$ cat config.mk
export PLATFORM = sky130hd
export DESIGN_NAME = shader_unit
export DESIGN_NICKNAME = d
export VERILOG_FILES = /design/src/rtl/ray_pkg.sv /design/src/rtl/shader_pkg.sv /design/src/rtl/shade_ret_if.sv /design/src/rtl/color_stage.sv /design/src/rtl/ray_id_pool.sv /design/src/rtl/return_arbiter.sv /design/src/rtl/shader_ctrl.sv /design/src/rtl/shader_unit.sv
export VERILOG_INCLUDE_DIRS = /design/src /design/src/rtl
export SDC_FILE = /design/constraint.sdc
export NUM_CORES = 1
export LEC_CHECK = 0
export BUFFER_PORTS_ARGS = -buffer_cell sky130_fd_sc_hd__buf_2
export CORE_MARGIN = 2
export CORE_UTILIZATION = 40
export CTS_BUF_LIST = sky130_fd_sc_hd__clkbuf_16
export CTS_CLUSTER_SIZE = 20
export DETAILED_ROUTE_END_ITERATION = 6
export GPL_TIMING_DRIVEN = 0
export PLACE_DENSITY_LB_ADDON = 0.05
export SLEW_MARGIN = 20
export SYNTH_ARGS = -nofsm -noshare
export SYNTH_HDL_FRONTEND = slang
export SYNTH_SLANG_ARGS = --single-unit
$ cat constraint.sdc
create_clock -name clk -period 3.2 [get_ports clk]
set_clock_uncertainty 0.05 [all_clocks]
set_input_delay 0.16 -clock clk [delete_from_list [all_inputs] [get_ports clk]]
set_output_delay 0.16 -clock clk [all_outputs]
set_load 0.02 [all_outputs]
$ cat src/rtl/shader_defs.svh
`ifndef SHADER_DEFS_SVH
`define SHADER_DEFS_SVH

// ray identifier space
`define SH_NUM_RAYS   16
`define SH_RAY_ID_W   4

// payload widths
`define SH_PIXEL_W    12
`define SH_TRI_W      8
`define SH_COORD_W    16
`define SH_COLOR_W    24

// depth of the pixel buffer side fifo
`define SH_OUT_DEPTH  4

// color table, 8 bits per channel as rgb
`define SH_MISS_COLOR 24'h20_20_40
`define SH_TRI0_COLOR 24'hff_00_00
`define SH_TRI1_COLOR 24'h00_ff_00
`define SH_TRI2_COLOR 24'h00_00_ff
`define SH_TRI3_COLOR 24'hff_ff_00

`endif

$ cat src/rtl/ray_pkg.sv
`default_nettype none

`include "shader_defs.svh"

package ray_pkg;

  // one fixed point coordinate
  typedef logic [`SH_COORD_W-1:0] coord_t;

  typedef struct packed {
    coord_t x;
    coord_t y;
    coord_t z;
  } vec3_t;

  // ray as handed from the generator to intersection
  typedef struct packed {
    vec3_t origin;
    vec3_t dir;
  } ray_vec_t;

endpackage

`default_nettype wire

$ cat src/rtl/shader_pkg.sv
`default_nettype none

`include "shader_defs.svh"

package shader_pkg;

  typedef logic [`SH_RAY_ID_W-1:0] ray_id_t;
  typedef logic [`SH_PIXEL_W-1:0]  pixel_id_t;
  typedef logic [`SH_TRI_W-1:0]    tri_id_t;
  typedef logic [`SH_COLOR_W-1:0]  color_t;

  // one pixel buffer write
  typedef struct packed {
    color_t    color;
    pixel_id_t pixel;
  } pb_entry_t;

  // hit record carried with a completed ray
  typedef struct packed {
    logic    hit;
    tri_id_t tri_id;
  } hit_rec_t;

  // return sources, value is also the arbiter input index
  typedef enum logic [1:0] {
    src_pcalc = 2'd0,
    src_int   = 2'd1,
    src_sint  = 2'd2,
    src_ss    = 2'd3
  } ret_src_t;

  typedef enum logic {
    init_fill = 1'b0,
    init_run  = 1'b1
  } init_state_t;

endpackage

`default_nettype wire

$ cat src/rtl/shade_ret_if.sv
`timescale 1ns/100ps
`default_nettype none

// one completed ray on its way back to the shader
interface shade_ret_if import shader_pkg::*; ();

  logic     valid;
  logic     stall;
  ray_id_t  ray_id;
  hit_rec_t hit;

  // arbiter side
  modport mst (output valid, output ray_id, output hit, input stall);

  // control, decides on stall
  modport slv (input valid, input ray_id, input hit, output stall);

  // color stage only watches
  modport mon (input valid, input stall, input ray_id, input hit);

endinterface

`default_nettype wire

$ cat src/rtl/color_stage.sv
`timescale 1ns/100ps
`default_nettype none

`include "shader_defs.svh"

module color_stage import shader_pkg::*; (
  input  logic      clk,
  input  logic      arst_n,
  input  logic      tag_we,
  input  ray_id_t   tag_addr,
  input  pixel_id_t tag_pixel,
  shade_ret_if.mon  ret,
  output logic      room,
  input  logic      pb_full,
  output logic      pb_we,
  output pb_entry_t pb_data
);

  localparam int DEPTH = `SH_OUT_DEPTH;
  localparam int PTR_W = $clog2(DEPTH);
  localparam int CNT_W = $clog2(DEPTH + 1);

  pixel_id_t        tag_mem [`SH_NUM_RAYS];
  pixel_id_t        rd_pixel;
  logic             s1_valid;
  hit_rec_t         s1_hit;
  pb_entry_t        fifo_mem [DEPTH];
  pb_entry_t        fifo_din;
  logic [PTR_W-1:0] wr_ptr;
  logic [PTR_W-1:0] rd_ptr;
  logic [CNT_W-1:0] count;
  logic             fifo_we;
  logic             fifo_re;
  logic             fifo_full;
  logic             fifo_empty;

  function automatic color_t calc_color(hit_rec_t h);
    if (!h.hit) begin
      return `SH_MISS_COLOR;
    end
    case (h.tri_id[1:0])
      2'd0:    return `SH_TRI0_COLOR;
      2'd1:    return `SH_TRI1_COLOR;
      2'd2:    return `SH_TRI2_COLOR;
      default: return `SH_TRI3_COLOR;
    endcase
  endfunction

  // ----------------------------------------------------------------------
  // tag ram, written at launch and read on return
  always_ff @(posedge clk) begin
    if (tag_we) begin
      tag_mem[tag_addr] <= tag_pixel;
    end
    rd_pixel <= tag_mem[ret.ray_id];
  end

  // hit record follows the ram read by one cycle
  always_ff @(posedge clk or negedge arst_n) begin
    if (!arst_n) begin
      s1_valid <= 1'b0;
    end else begin
      s1_valid <= ret.valid && !ret.stall;
    end
  end

  always_ff @(posedge clk) begin
    s1_hit <= ret.hit;
  end

  // ----------------------------------------------------------------------
  // output fifo towards the pixel buffer
  assign fifo_din.color = calc_color(s1_hit);
  assign fifo_din.pixel = rd_pixel;
  assign fifo_we        = s1_valid;
  assign fifo_re        = !fifo_empty && !pb_full;
  assign fifo_empty     = (count == '0);
  assign fifo_full      = (count == CNT_W'(DEPTH));

  always_ff @(posedge clk) begin
    if (fifo_we) begin
      fifo_mem[wr_ptr] <= fifo_din;
    end
  end

  always_ff @(posedge clk or negedge arst_n) begin
    if (!arst_n) begin
      wr_ptr <= '0;
      rd_ptr <= '0;
      count  <= '0;
    end else begin
      if (fifo_we) begin
        wr_ptr <= (wr_ptr == PTR_W'(DEPTH - 1)) ? '0 : wr_ptr + 1'b1;
      end
      if (fifo_re) begin
        rd_ptr <= (rd_ptr == PTR_W'(DEPTH - 1)) ? '0 : rd_ptr + 1'b1;
      end
      count <= count + CNT_W'(fifo_we) - CNT_W'(fifo_re);
    end
  end

  // keep a slot for whatever sits in the read stage
  assign room    = (CNT_W'(DEPTH) - count) > CNT_W'(s1_valid);
  assign pb_we   = fifo_re;
  assign pb_data = fifo_mem[rd_ptr];

  // room check one cycle earlier must prevent overflow
  a_no_write_full: assert property (@(posedge clk) disable iff (!arst_n)
    fifo_we |-> !fifo_full);

endmodule

`default_nettype wire

$ cat src/rtl/ray_id_pool.sv
`timescale 1ns/100ps
`default_nettype none

`include "shader_defs.svh"

module ray_id_pool import shader_pkg::*; (
  input  logic    clk,
  input  logic    arst_n,
  input  logic    push,
  input  ray_id_t push_id,
  input  logic    pop,
  output ray_id_t head_id,
  output logic    empty
);

  localparam int DEPTH = `SH_NUM_RAYS;
  localparam int PTR_W = $clog2(DEPTH);
  localparam int CNT_W = $clog2(DEPTH + 1);

  ray_id_t          mem [DEPTH];
  logic [PTR_W-1:0] wr_ptr;
  logic [PTR_W-1:0] rd_ptr;
  logic [CNT_W-1:0] count;
  logic             full;

  always_ff @(posedge clk) begin
    if (push) begin
      mem[wr_ptr] <= push_id;
    end
  end

  always_ff @(posedge clk or negedge arst_n) begin
    if (!arst_n) begin
      wr_ptr <= '0;
      rd_ptr <= '0;
      count  <= '0;
    end else begin
      if (push) begin
        wr_ptr <= (wr_ptr == PTR_W'(DEPTH - 1)) ? '0 : wr_ptr + 1'b1;
      end
      if (pop) begin
        rd_ptr <= (rd_ptr == PTR_W'(DEPTH - 1)) ? '0 : rd_ptr + 1'b1;
      end
      count <= count + CNT_W'(push) - CNT_W'(pop);
    end
  end

  // fall-through head, oldest free id
  assign head_id = mem[rd_ptr];
  assign empty   = (count == '0);
  assign full    = (count == CNT_W'(DEPTH));

  // every id exists once, so the pool can never overflow
  a_no_push_full: assert property (@(posedge clk) disable iff (!arst_n) push |-> !full);
  a_no_pop_empty: assert property (@(posedge clk) disable iff (!arst_n) pop |-> !empty);

endmodule

`default_nettype wire

$ cat src/rtl/return_arbiter.sv
`timescale 1ns/100ps
`default_nettype none

module return_arbiter import shader_pkg::*; (
  input  logic          clk,
  input  logic          arst_n,
  input  logic    [3:0] src_valid,
  input  ray_id_t [3:0] src_ray_id,
  input  tri_id_t       pcalc_tri,
  output logic    [3:0] src_stall,
  shade_ret_if.mst      ret
);

  localparam int NUM_SRC = 4;

  ret_src_t   rr_ptr;
  ret_src_t   win_src;
  logic       any_valid;
  logic [3:0] grant;

  // ----------------------------------------------------------------------
  // round robin search starting at the pointer
  always_comb begin
    any_valid = 1'b0;
    win_src   = rr_ptr;
    for (int k = 0; k < NUM_SRC; k++) begin
      if (!any_valid && src_valid[2'(rr_ptr + k)]) begin
        any_valid = 1'b1;
        win_src   = ret_src_t'(2'(rr_ptr + k));
      end
    end
  end

  assign grant = any_valid ? (4'b0001 << win_src) : 4'b0000;

  // losers always wait, the winner waits on downstream
  assign src_stall = ~grant | {NUM_SRC{ret.stall}};

  assign ret.valid  = any_valid;
  assign ret.ray_id = src_ray_id[win_src];

  // hit rule per source kind
  always_comb begin
    case (win_src)
      src_pcalc: ret.hit = '{hit: 1'b1, tri_id: pcalc_tri};
      src_int:   ret.hit = '{hit: 1'b1, tri_id: '0};
      default:   ret.hit = '{hit: 1'b0, tri_id: '0};
    endcase
  end

  // pointer moves just past the winner
  always_ff @(posedge clk or negedge arst_n) begin
    if (!arst_n) begin
      rr_ptr <= src_pcalc;
    end else if (ret.valid && !ret.stall) begin
      rr_ptr <= ret_src_t'(win_src + 2'd1);
    end
  end

  // one grant at a time, and the last winner waits behind any other valid source
  a_one_xfer: assert property (@(posedge clk) disable iff (!arst_n)
    ($past(ret.valid && !ret.stall) &&
     ((src_valid & ~(4'b0001 << $past(win_src))) != 4'b0000))
    |-> ($onehot(grant) && !grant[$past(win_src)]));

endmodule

`default_nettype wire

$ cat src/rtl/shader_ctrl.sv
`timescale 1ns/100ps
`default_nettype none

`include "shader_defs.svh"

module shader_ctrl import shader_pkg::*; (
  input  logic     clk,
  input  logic     arst_n,
  input  logic     pool_empty,
  input  ray_id_t  pool_head,
  output logic     pool_push,
  output ray_id_t  pool_push_id,
  output logic     pool_pop,
  input  logic     prg_valid,
  output logic     prg_stall,
  output logic     sint_valid,
  input  logic     sint_stall,
  input  logic     room,
  shade_ret_if.slv ret
);

  localparam ray_id_t LAST_ID = ray_id_t'(`SH_NUM_RAYS - 1);

  init_state_t state;
  ray_id_t     fill_cnt;
  logic        filling;
  logic        ret_xfer;

  assign filling = (state == init_fill);

  // ----------------------------------------------------------------------
  // init, load every id once into the pool
  always_ff @(posedge clk or negedge arst_n) begin
    if (!arst_n) begin
      state    <= init_fill;
      fill_cnt <= '0;
    end else if (filling) begin
      fill_cnt <= fill_cnt + 1'b1;
      if (fill_cnt == LAST_ID) begin
        state <= init_run;
      end
    end
  end

  // launch side
  assign prg_stall  = sint_stall || pool_empty || filling;
  assign sint_valid = prg_valid && !pool_empty && !filling;
  assign pool_pop   = prg_valid && !prg_stall;

  // return side, retire id back to the pool
  assign ret.stall    = filling || !room;
  assign ret_xfer     = ret.valid && !ret.stall;
  assign pool_push    = filling || ret_xfer;
  assign pool_push_id = filling ? fill_cnt : ret.ray_id;

  // an id coming back is in flight, so it cannot be the free head
  a_head_not_inflight: assert property (@(posedge clk) disable iff (!arst_n)
    (pool_pop && ret_xfer) |-> (pool_head != ret.ray_id));

endmodule

`default_nettype wire

$ cat src/rtl/shader_unit.sv
`timescale 1ns/100ps
`default_nettype none

module shader_unit import ray_pkg::*, shader_pkg::*; (
  input  logic      clk,
  input  logic      arst_n,
  // primary ray generator
  input  logic      prg_valid,
  input  pixel_id_t prg_pixel,
  input  ray_vec_t  prg_ray,
  output logic      prg_stall,
  // launch towards intersection
  output logic      sint_valid,
  output ray_id_t   sint_ray_id,
  output ray_vec_t  sint_ray,
  input  logic      sint_stall,
  // return sources
  input  logic      pcalc_valid,
  input  ray_id_t   pcalc_ray_id,
  input  tri_id_t   pcalc_tri,
  output logic      pcalc_stall,
  input  logic      int_valid,
  input  ray_id_t   int_ray_id,
  output logic      int_stall,
  input  logic      sint_ret_valid,
  input  ray_id_t   sint_ret_ray_id,
  output logic      sint_ret_stall,
  input  logic      ss_valid,
  input  ray_id_t   ss_ray_id,
  output logic      ss_stall,
  // pixel buffer
  output logic      pb_we,
  input  logic      pb_full,
  output pb_entry_t pb_data
);

  logic       pool_push;
  ray_id_t    pool_push_id;
  logic       pool_pop;
  ray_id_t    pool_head;
  logic       pool_empty;
  logic       room;
  logic [3:0] arb_stall;

  shade_ret_if ret_if ();

  ray_id_pool ray_id_pool_i (
    .clk,
    .arst_n,
    .push    (pool_push),
    .push_id (pool_push_id),
    .pop     (pool_pop),
    .head_id (pool_head),
    .empty   (pool_empty)
  );

  // index order follows ret_src_t
  return_arbiter return_arbiter_i (
    .clk,
    .arst_n,
    .src_valid  ({ss_valid, sint_ret_valid, int_valid, pcalc_valid}),
    .src_ray_id ({ss_ray_id, sint_ret_ray_id, int_ray_id, pcalc_ray_id}),
    .pcalc_tri,
    .src_stall  (arb_stall),
    .ret        (ret_if.mst)
  );

  color_stage color_stage_i (
    .clk,
    .arst_n,
    .tag_we    (pool_pop),
    .tag_addr  (pool_head),
    .tag_pixel (prg_pixel),
    .ret       (ret_if.mon),
    .room,
    .pb_full,
    .pb_we,
    .pb_data
  );

  shader_ctrl shader_ctrl_i (
    .clk,
    .arst_n,
    .pool_empty,
    .pool_head,
    .pool_push,
    .pool_push_id,
    .pool_pop,
    .prg_valid,
    .prg_stall,
    .sint_valid,
    .sint_stall,
    .room,
    .ret          (ret_if.slv)
  );

  assign pcalc_stall    = arb_stall[src_pcalc];
  assign int_stall      = arb_stall[src_int];
  assign sint_ret_stall = arb_stall[src_sint];
  assign ss_stall       = arb_stall[src_ss];

  assign sint_ray_id = pool_head;
  assign sint_ray    = prg_ray;

endmodule

`default_nettype wire

Word-level counts from Yosys, hierarchy flattened
Memories as Yosys holds them, arrays and structs flattened. A register that Yosys moved wholly into a read port is not among the register bits. Cells that the tools add are included.

Memories kept: 3. Flip-flop bits (word level): 31. Word-level logic and storage cells: 106. Bits in writable memories: 400. Output and inout port bits: 143.

Memory list: color_stage_i.tag_mem (depth 16, bits a word 12, read ports 1, clocked after memory_dff 1, wr ports 1, line color_stage.sv:23) `` pixel_id_t tag_mem [`SH_NUM_RAYS]; ``; color_stage_i.fifo_mem (depth 4, bits a word 36, read ports 1, clocked after memory_dff 0, wr ports 1, line color_stage.sv:27) `pb_entry_t fifo_mem [DEPTH];`; ray_id_pool_i.mem (depth 16, bits a word 4, read ports 1, clocked after memory_dff 0, wr ports 1, line ray_id_pool.sv:20) `ray_id_t mem [DEPTH];`.

Add/subtract/negate cells: 14. Shifts and indexed selects: 1. Muxes and demuxes: 34. Reduce and logical (&&, ||, !) cells: 25. Bitwise operators: 3. Eq/ne operators: 8. Order comparisons: 6.

Operators by type and width (count): case mux 24 bit (3 select lines) (1); 2-to-1 mux 24 bit (1); 2-to-1 mux 4 bit (5); case mux 9 bit (2 select lines) (1); 2-to-1 mux 1 bit (16); < comparator 2 x 3 -> 1 bit, second input constant (5); adder 4 x 1 -> 4 bit, second input constant (3); == test 4 bit, second input constant (3); 2-to-1 mux 2 bit (5); zero test 1 bit (9); adder 2 x 1 -> 2 bit, second input constant (4); binary-select mux 1 bit (select 2 bit) (4); binary-select mux 4 bit (select 2 bit) (1); logical AND 1 bit (8); == test 2 bit, second input constant (3); adder 5 x 1 -> 5 bit (1); zero test 5 bit (1); subtractor 5 x 1 -> 5 bit (1); adder 2 bit, second input constant (2); == test 2 x 1 -> 1 bit, second input constant (2); zero test 2 bit (2); logical OR 1 bit (4); inverter 4 bit (1); OR 4 bit (1); other kinds (7) (7).

Logic depth before layout (Yosys ltp)
Word-level depth: 16. Gate-level depth with buffers: 15.

Cells and area by module
From an unflattened synthesis, not the netlist that was laid out.

Cell total of the unflattened synthesis: 902. Area, all modules: 15812.7 µm².

Modules (own cells, without submodules): color_stage (cells each 501, area each 10954.3 µm², times used 1, seq. area each 8428.1 µm²); ray_id_pool (cells each 210, area each 3303.2 µm², times used 1, seq. area each 2247.2 µm²); shader_unit (cells each 96, area each 720.7 µm², times used 1, seq. area each 0.0 µm²); return_arbiter (cells each 71, area each 523.0 µm², times used 1, seq. area each 50.0 µm²); shader_ctrl (cells each 24, area each 311.5 µm², times used 1, seq. area each 125.1 µm²).

Worst setup path after synthesis
Ideal clock, no wire load.

Path kind: flip-flop to flip-flop. Start: register ray_id_pool_i.rd_ptr[0]. End: memory color_stage_i.tag_mem[2][0] in the netlist's numbering, enable pin. Clock period less this slack: 3.190 ns. Setup slack: 0.010 ns. Setup time: 0.380 ns. Data arrival time: 2.760 ns. Cell stages (with the launch flop): 7. Required time: 2.770 ns. Cell sequence: dfrtp_1 buf_2 buf_2 mux4_2 mux4_2 nand3b_1 nor2_1.

Longest elaborated chain between the ends: 1.

RTL lines: start, declared (line ray_id_pool.sv:22) `logic [PTR_W-1:0] rd_ptr;`; start signal, assigned (line ray_id_pool.sv:42) `rd_ptr <= (rd_ptr == PTR_W'(DEPTH - 1)) ? '0 : rd_ptr + 1'b1;`; memory (16 x 4 bit); net sint_ray_id[0] (line shader_unit.sv:14) `output ray_id_t sint_ray_id,`; end, declared (line color_stage.sv:23).

The timed path passes the listed nets, and every way through them passes these cells.

Final worst setup path
Start: register return_arbiter_i.rr_ptr[1]. End: register color_stage_i.rd_pixel[9], read port of color_stage_i.tag_mem.

Longest elaborated chain between the ends: 14. Elaborated cells on any way between the ends: 25.

RTL lines: start, declared (line return_arbiter.sv:16) `ret_src_t rr_ptr;`; start signal, assigned (line return_arbiter.sv:54) `rr_ptr <= src_pcalc;`; start signal, assigned (line return_arbiter.sv:56) `rr_ptr <= ret_src_t'(win_src + 2'd1);`; parallel branches: the longest is 11 deep, another holds adder 2 x 1 -> 2 bit; 2-to-1 mux 2 bit * (line return_arbiter.sv:27) `if (!any_valid && src_valid[2'(rr_ptr + k)]) begin`; binary-select mux 4 bit (select 2 bit) * (line return_arbiter.sv:40) `assign ret.ray_id = src_ray_id[win_src];`; 2-to-1 mux 4 bit (implied by the code) * (line return_arbiter.sv:40); end, declared (line color_stage.sv:24) `pixel_id_t rd_pixel;`.

Every way passes the cells marked *. The select of a mux whose other input is x is not followed. A chain may end at the register's enable or synchronous reset.

==> impl.org <==
** Critical path
- Delay of the slowest critical-path stage :: 0.45 ns
- Largest fanout on the critical path :: 10
- Setup slack on the worst reg-to-reg path comes out at 0.09 ns.
- Slowest stage cell, crit path :: or4_4
- The worst register-to-register path begins at return_arbiter_i.rr_ptr[1].
- Critical Path Sink :: color_stage_i.rd_pixel[9]
- The critical path starts at return_arbiter_i.rr_ptr[1].
- R2r worst-path depth :: 10
- For the worst setup path, the data required time is 3.61 ns.
- Data on the critical path arrives at its endpoint at 3.52 ns.
- The worst setup path is launched from a register.
- The critical path in this run is classified as reg2reg.
- The signal on the critical path passes through and3b_1 -> or4_4 -> nand2_4 -> mux2_1 -> mux2_4 -> buf_4 -> buf_4 -> nand3_1 -> nand3_1 -> nand4_1.
- The worst setup path is captured at a register.
- The worst register-to-register path ends at color_stage_i.rd_pixel[9].

** Pwr
- Power density cells :: 1016 nW/um^2
- Of the total power, the share spent switching nets is 0.3877.
- Switching power total :: 7.784 mW
- The design draws 20.08 mW.
- Of the total power, the clock network draws 0.225.
- The internal power of the cells totals 12.29 mW.
- Of the total power, registers draw 0.353.
- The share of total power dissipated in combinational logic is 0.423.
- Across the VDD grid, the largest voltage drop is 0.0004546 V.
- Static Leakage :: 7.440 nW

** Min path
- Path category of the worst min-delay check :: in2reg

** Cells and area
- Counting the fill cells in the layout gives 3579.
- Final Core Density :: 0.4964
- Share of post-route cells with drive strength above 1 :: 0.3322
- In the layout the commonest cells are edfxtp_1, nand3_1, buf_2, buf_4, o21ai_0.
- 0 antenna diodes ended up in the layout.
- Layout-stage area growth over the synthesis result :: 21.96%
- The library cell used most frequently in the layout, excluding fill and tap cells, is edfxtp_1.
- Net count reported at finish :: 1611

** Clock tree
- Clk sink count :: 371
- Clock network latency to the later pin of the worst-skew pair :: 0.56 ns
- CTS Buffer Depth :: 3
- TritonCTS built the clock tree.
- Clock transition at path regs :: 0.05 ns
- The clock tree synthesis step divided the H-tree into 2 levels.
- The number of clock buffers added by TritonCTS is 40.
- The tree is rooted in a clkbuf_16.

** Synth
- Of the total synthesized cell area, the portion taken by full adders, half adders and majority gates is 0.02486.
- Fraction of the mapped netlist area in simple logic gates :: 0.1173
- In this run, synthesis inferred 328 flip-flops with an integrated enable.
- Library cell occupying the most area in the post-synthesis netlist :: edfxtp_1
- By area, the combinational part of the netlist is dominated by simple AND/OR/NAND/NOR gates.
- Of the post-synthesis cell area, the dominant cell type holds 0.6077.
- Count of different cell masters after synthesis :: 50
- Total of warnings raised by yosys :: 0
- Net count after synthesis :: 1358
- Of the total synthesized cell area, the portion taken by XOR and XNOR cells is 0.005944.
- After synthesis the cells add up to 16210 um^2.
- Synthesized flop and latch total :: 371
- Portion of netlist area occupied by mux cells :: 0.06060
- Cell types with the largest area share after synthesis :: edfxtp_1, nand3_1, buf_4
- For this run, the leading register cell type out of synthesis is edfxtp_1.
- Averaged over all synthesized cells, the footprint is 13.67 um^2.
- Area fraction in compound gates after synthesis :: 0.04385
- For this run, asynchronously set or reset flops after synthesis account for 0.07547.
- Number of standard cells after synthesis :: 1186
- Sequential-to-total area share from yosys stat :: 0.6694

** STA
- Sum of negative setup slack :: 0 ns
- Peak clock frequency supported by timing :: 321.5 MHz
- At the pin with the least slew margin, the transition time is 0.9756 ns.
- The worst pin sits at a relative slew slack of 0.3496.
- Final number of setup-violating endpoints :: 0
- The final-report hold violation count came to 0.
- In the finished design, the share of the clock period the worst path needs comes to 0.9719.
- Final Max Tran Viols :: 0
- The worst path in the final design needs a cycle of 3.110 ns, including I/O delays and setup.

** Status
- The run finished with clean final reports.

** Die
- The die covers 42150 um^2.
- Initial Utilization :: 0.4070
- The region available for standard cell placement spans 39820 um^2.
- The initialized floorplan defines 73 standard-cell rows.
- I/O Pins :: 284
- In this run the horizontal extent of the chip is 205.3 um.
- In this run the vertical extent of the chip is 205.3 um.

** Drt
- The first detailed-routing pass took 5 iterations.
- In this run the remaining antenna-violating nets after routing total 0.
- For this block, the initial DRC count from the detailed router was 899.
- Dividing the detail-routed via count by the number of cells gives 5.249.
- Wirelength per Cell :: 22.17 um
- Detailed routing inserted a total of 10470 vias.
- Residual DRC :: 0
- DRT Wirelength :: 44.20 mm

** Placement
- At the end of routability-driven placement, the weighted congestion stood at 0.8421.
- Once detailed placement completed, the half-perimeter wirelength came to 29.90 mm.
- Number of buffer cells added on primary ports :: 181

** GRT
- Overall routing resource usage :: 0.2095
- Antenna violations before repair :: 0
- The first global-routing pass estimated 64.13 mm of wire.
- The number of global-route vias before repair was 10080.
- Entering global routing, the biggest net connects 29 pins.
- After global routing the overflow that remains totals 0.

** Run
- Across the run, the number of max-cap violations was 0.
[per-stage QoR]
| stage | worst slack, ns | hold slack (ns) | cells | area, um^2 |
|---|---|---|---|---|
| global placement | -1.045 | 0.1952 | 1892 | 17770 |
| finish | 0.08982 | 0.01482 | 1994 | 19770 |
| detailed placement | -0.9449 | 0.2000 | 1893 | 17810 |
| floorplan | 0.01010 | -0.1856 | 1186 | 16210 |
| global route | -0.001267 | 0.009380 | 1994 | 19770 |
| CTS | 0.006535 | 0.0008838 | 1993 | 19670 |
[critical path: cells and delay by family (launching register included)]
| family | cells | cell delay (ns) |
|---|---|---|
| and+or+nand+nor | 6 | 1.37 |
| DFF | 1 | 0.44 |
| buffers and inverters | 2 | 0.41 |
| muxes | 2 | 0.75 |
[layer usage]
metal / GRT usage / share of wire / wire length, um / up-vias
met2: 0.3277 / 0.47 / 20850 / 347
met1: 0.2930 / 0.44 / 19270 / 5227
met5: 0 / 0 / 0 / -
met3: 0.04815 / 0.071 / 3145 / 60
li1: - / - / - / 4832
met4: 0.06115 / 0.021 / 940 / 0
[cells in the mapped netlist, drive strengths merged, types with 2 or more instances]
cell type,count
dfxtp,15
inv,28
a21oi,8
buf,150
o21ai,110
nand2b,4
and4,3
mux4,32
nand2,25
a22oi,2
nor3,3
nand3,255
nand4,14
o41ai,2
mux2,11
dfrtp,28
xnor2,9
clkbuf,34
a21o,2
xor2,2
mux2i,13
and2,21
and3,2
edfxtp,328
or2,2
ha,29
a211oi,2
nor2b,9
nor2,28
a311oi,2
fa,2
[power groups by stage]
stage                     clock network [mW]  logic [mW]  registers, mW
after floorplan                            0        5.24           7.02
after global placement                     0        7.85           7.14
after detailed placement                   0        7.98           7.18
after CTS                               4.61        8.38           7.08
after global routing                    4.79        9.21           7.19
final                                   4.51        8.49           7.08
[how the worst min path moves through the flow]
stage                     startpoint                       to  slack, ns  cells after the start
final                        pb_full  color_stage_i.rd_ptr[1]       0.01                      3
after global routing         pb_full  color_stage_i.rd_ptr[1]      0.009                      3
after CTS                    pb_full  color_stage_i.rd_ptr[1]     0.0009                      3
after detailed placement      arst_n  ray_id_pool_i.wr_ptr[3]       0.20                      1
after global placement        arst_n  ray_id_pool_i.wr_ptr[3]       0.20                      1
after floorplan               arst_n   color_stage_i.count[0]      -0.19                      0
[flip-flops by register name, summed over array words and instances (netlist names)]
register                 cells
color_stage_i.count          3
color_stage_i.fifo_mem      72
color_stage_i.fifo_we        1
color_stage_i.rd_pixel      12
color_stage_i.rd_ptr         2
color_stage_i.s1_hit         3
color_stage_i.tag_mem      192
color_stage_i.wr_ptr         2
ray_id_pool_i.count          5
ray_id_pool_i.mem           64
ray_id_pool_i.rd_ptr         4
ray_id_pool_i.wr_ptr         4
return_arbiter_i.rr_ptr      2
shader_ctrl_i.fill_cnt       4
shader_ctrl_i.state          1
[final cells by class]
cell class | count | area (um^2) | area share
Timing Repair Buffer | 211 | 1351 | 0.06836
Multi-Input combinational cell | 603 | 4334 | 0.2193
Clock buffer | 42 | 1051 | 0.05317
Buffer | 184 | 1194 | 0.06038
Clock inverter | 30 | 225.2 | 0.01139
Tap cell | 525 | 656.9 | 0.03323
Inverter | 28 | 105.1 | 0.005317
Sequential cell | 371 | 10850 | 0.5489
[cell families after synthesis]
group,count (synthesis)
AND/OR/NAND/NOR,372
buffers and inverters,212
XOR/XNOR,11
flip-flops,371
adder cells (fa/ha/maj),31
multiplexers,56
AO/OA/AOI/OAI,133
[what timing repair did]
| action | in CTS | in global routing |
|---|---|---|
| buffers inserted | 20 | 1 |
| gates resized for setup | 37 | 24 |
| gates cloned | 0 | 0 |
| setup endpoints to repair | 240 | 187 |
| pin swaps | 17 | 0 |
| hold buffers | 8 | 0 |
| hold endpoints to repair | 88 | 0 |
Note: power is estimated with default switching activity, not from simulation.
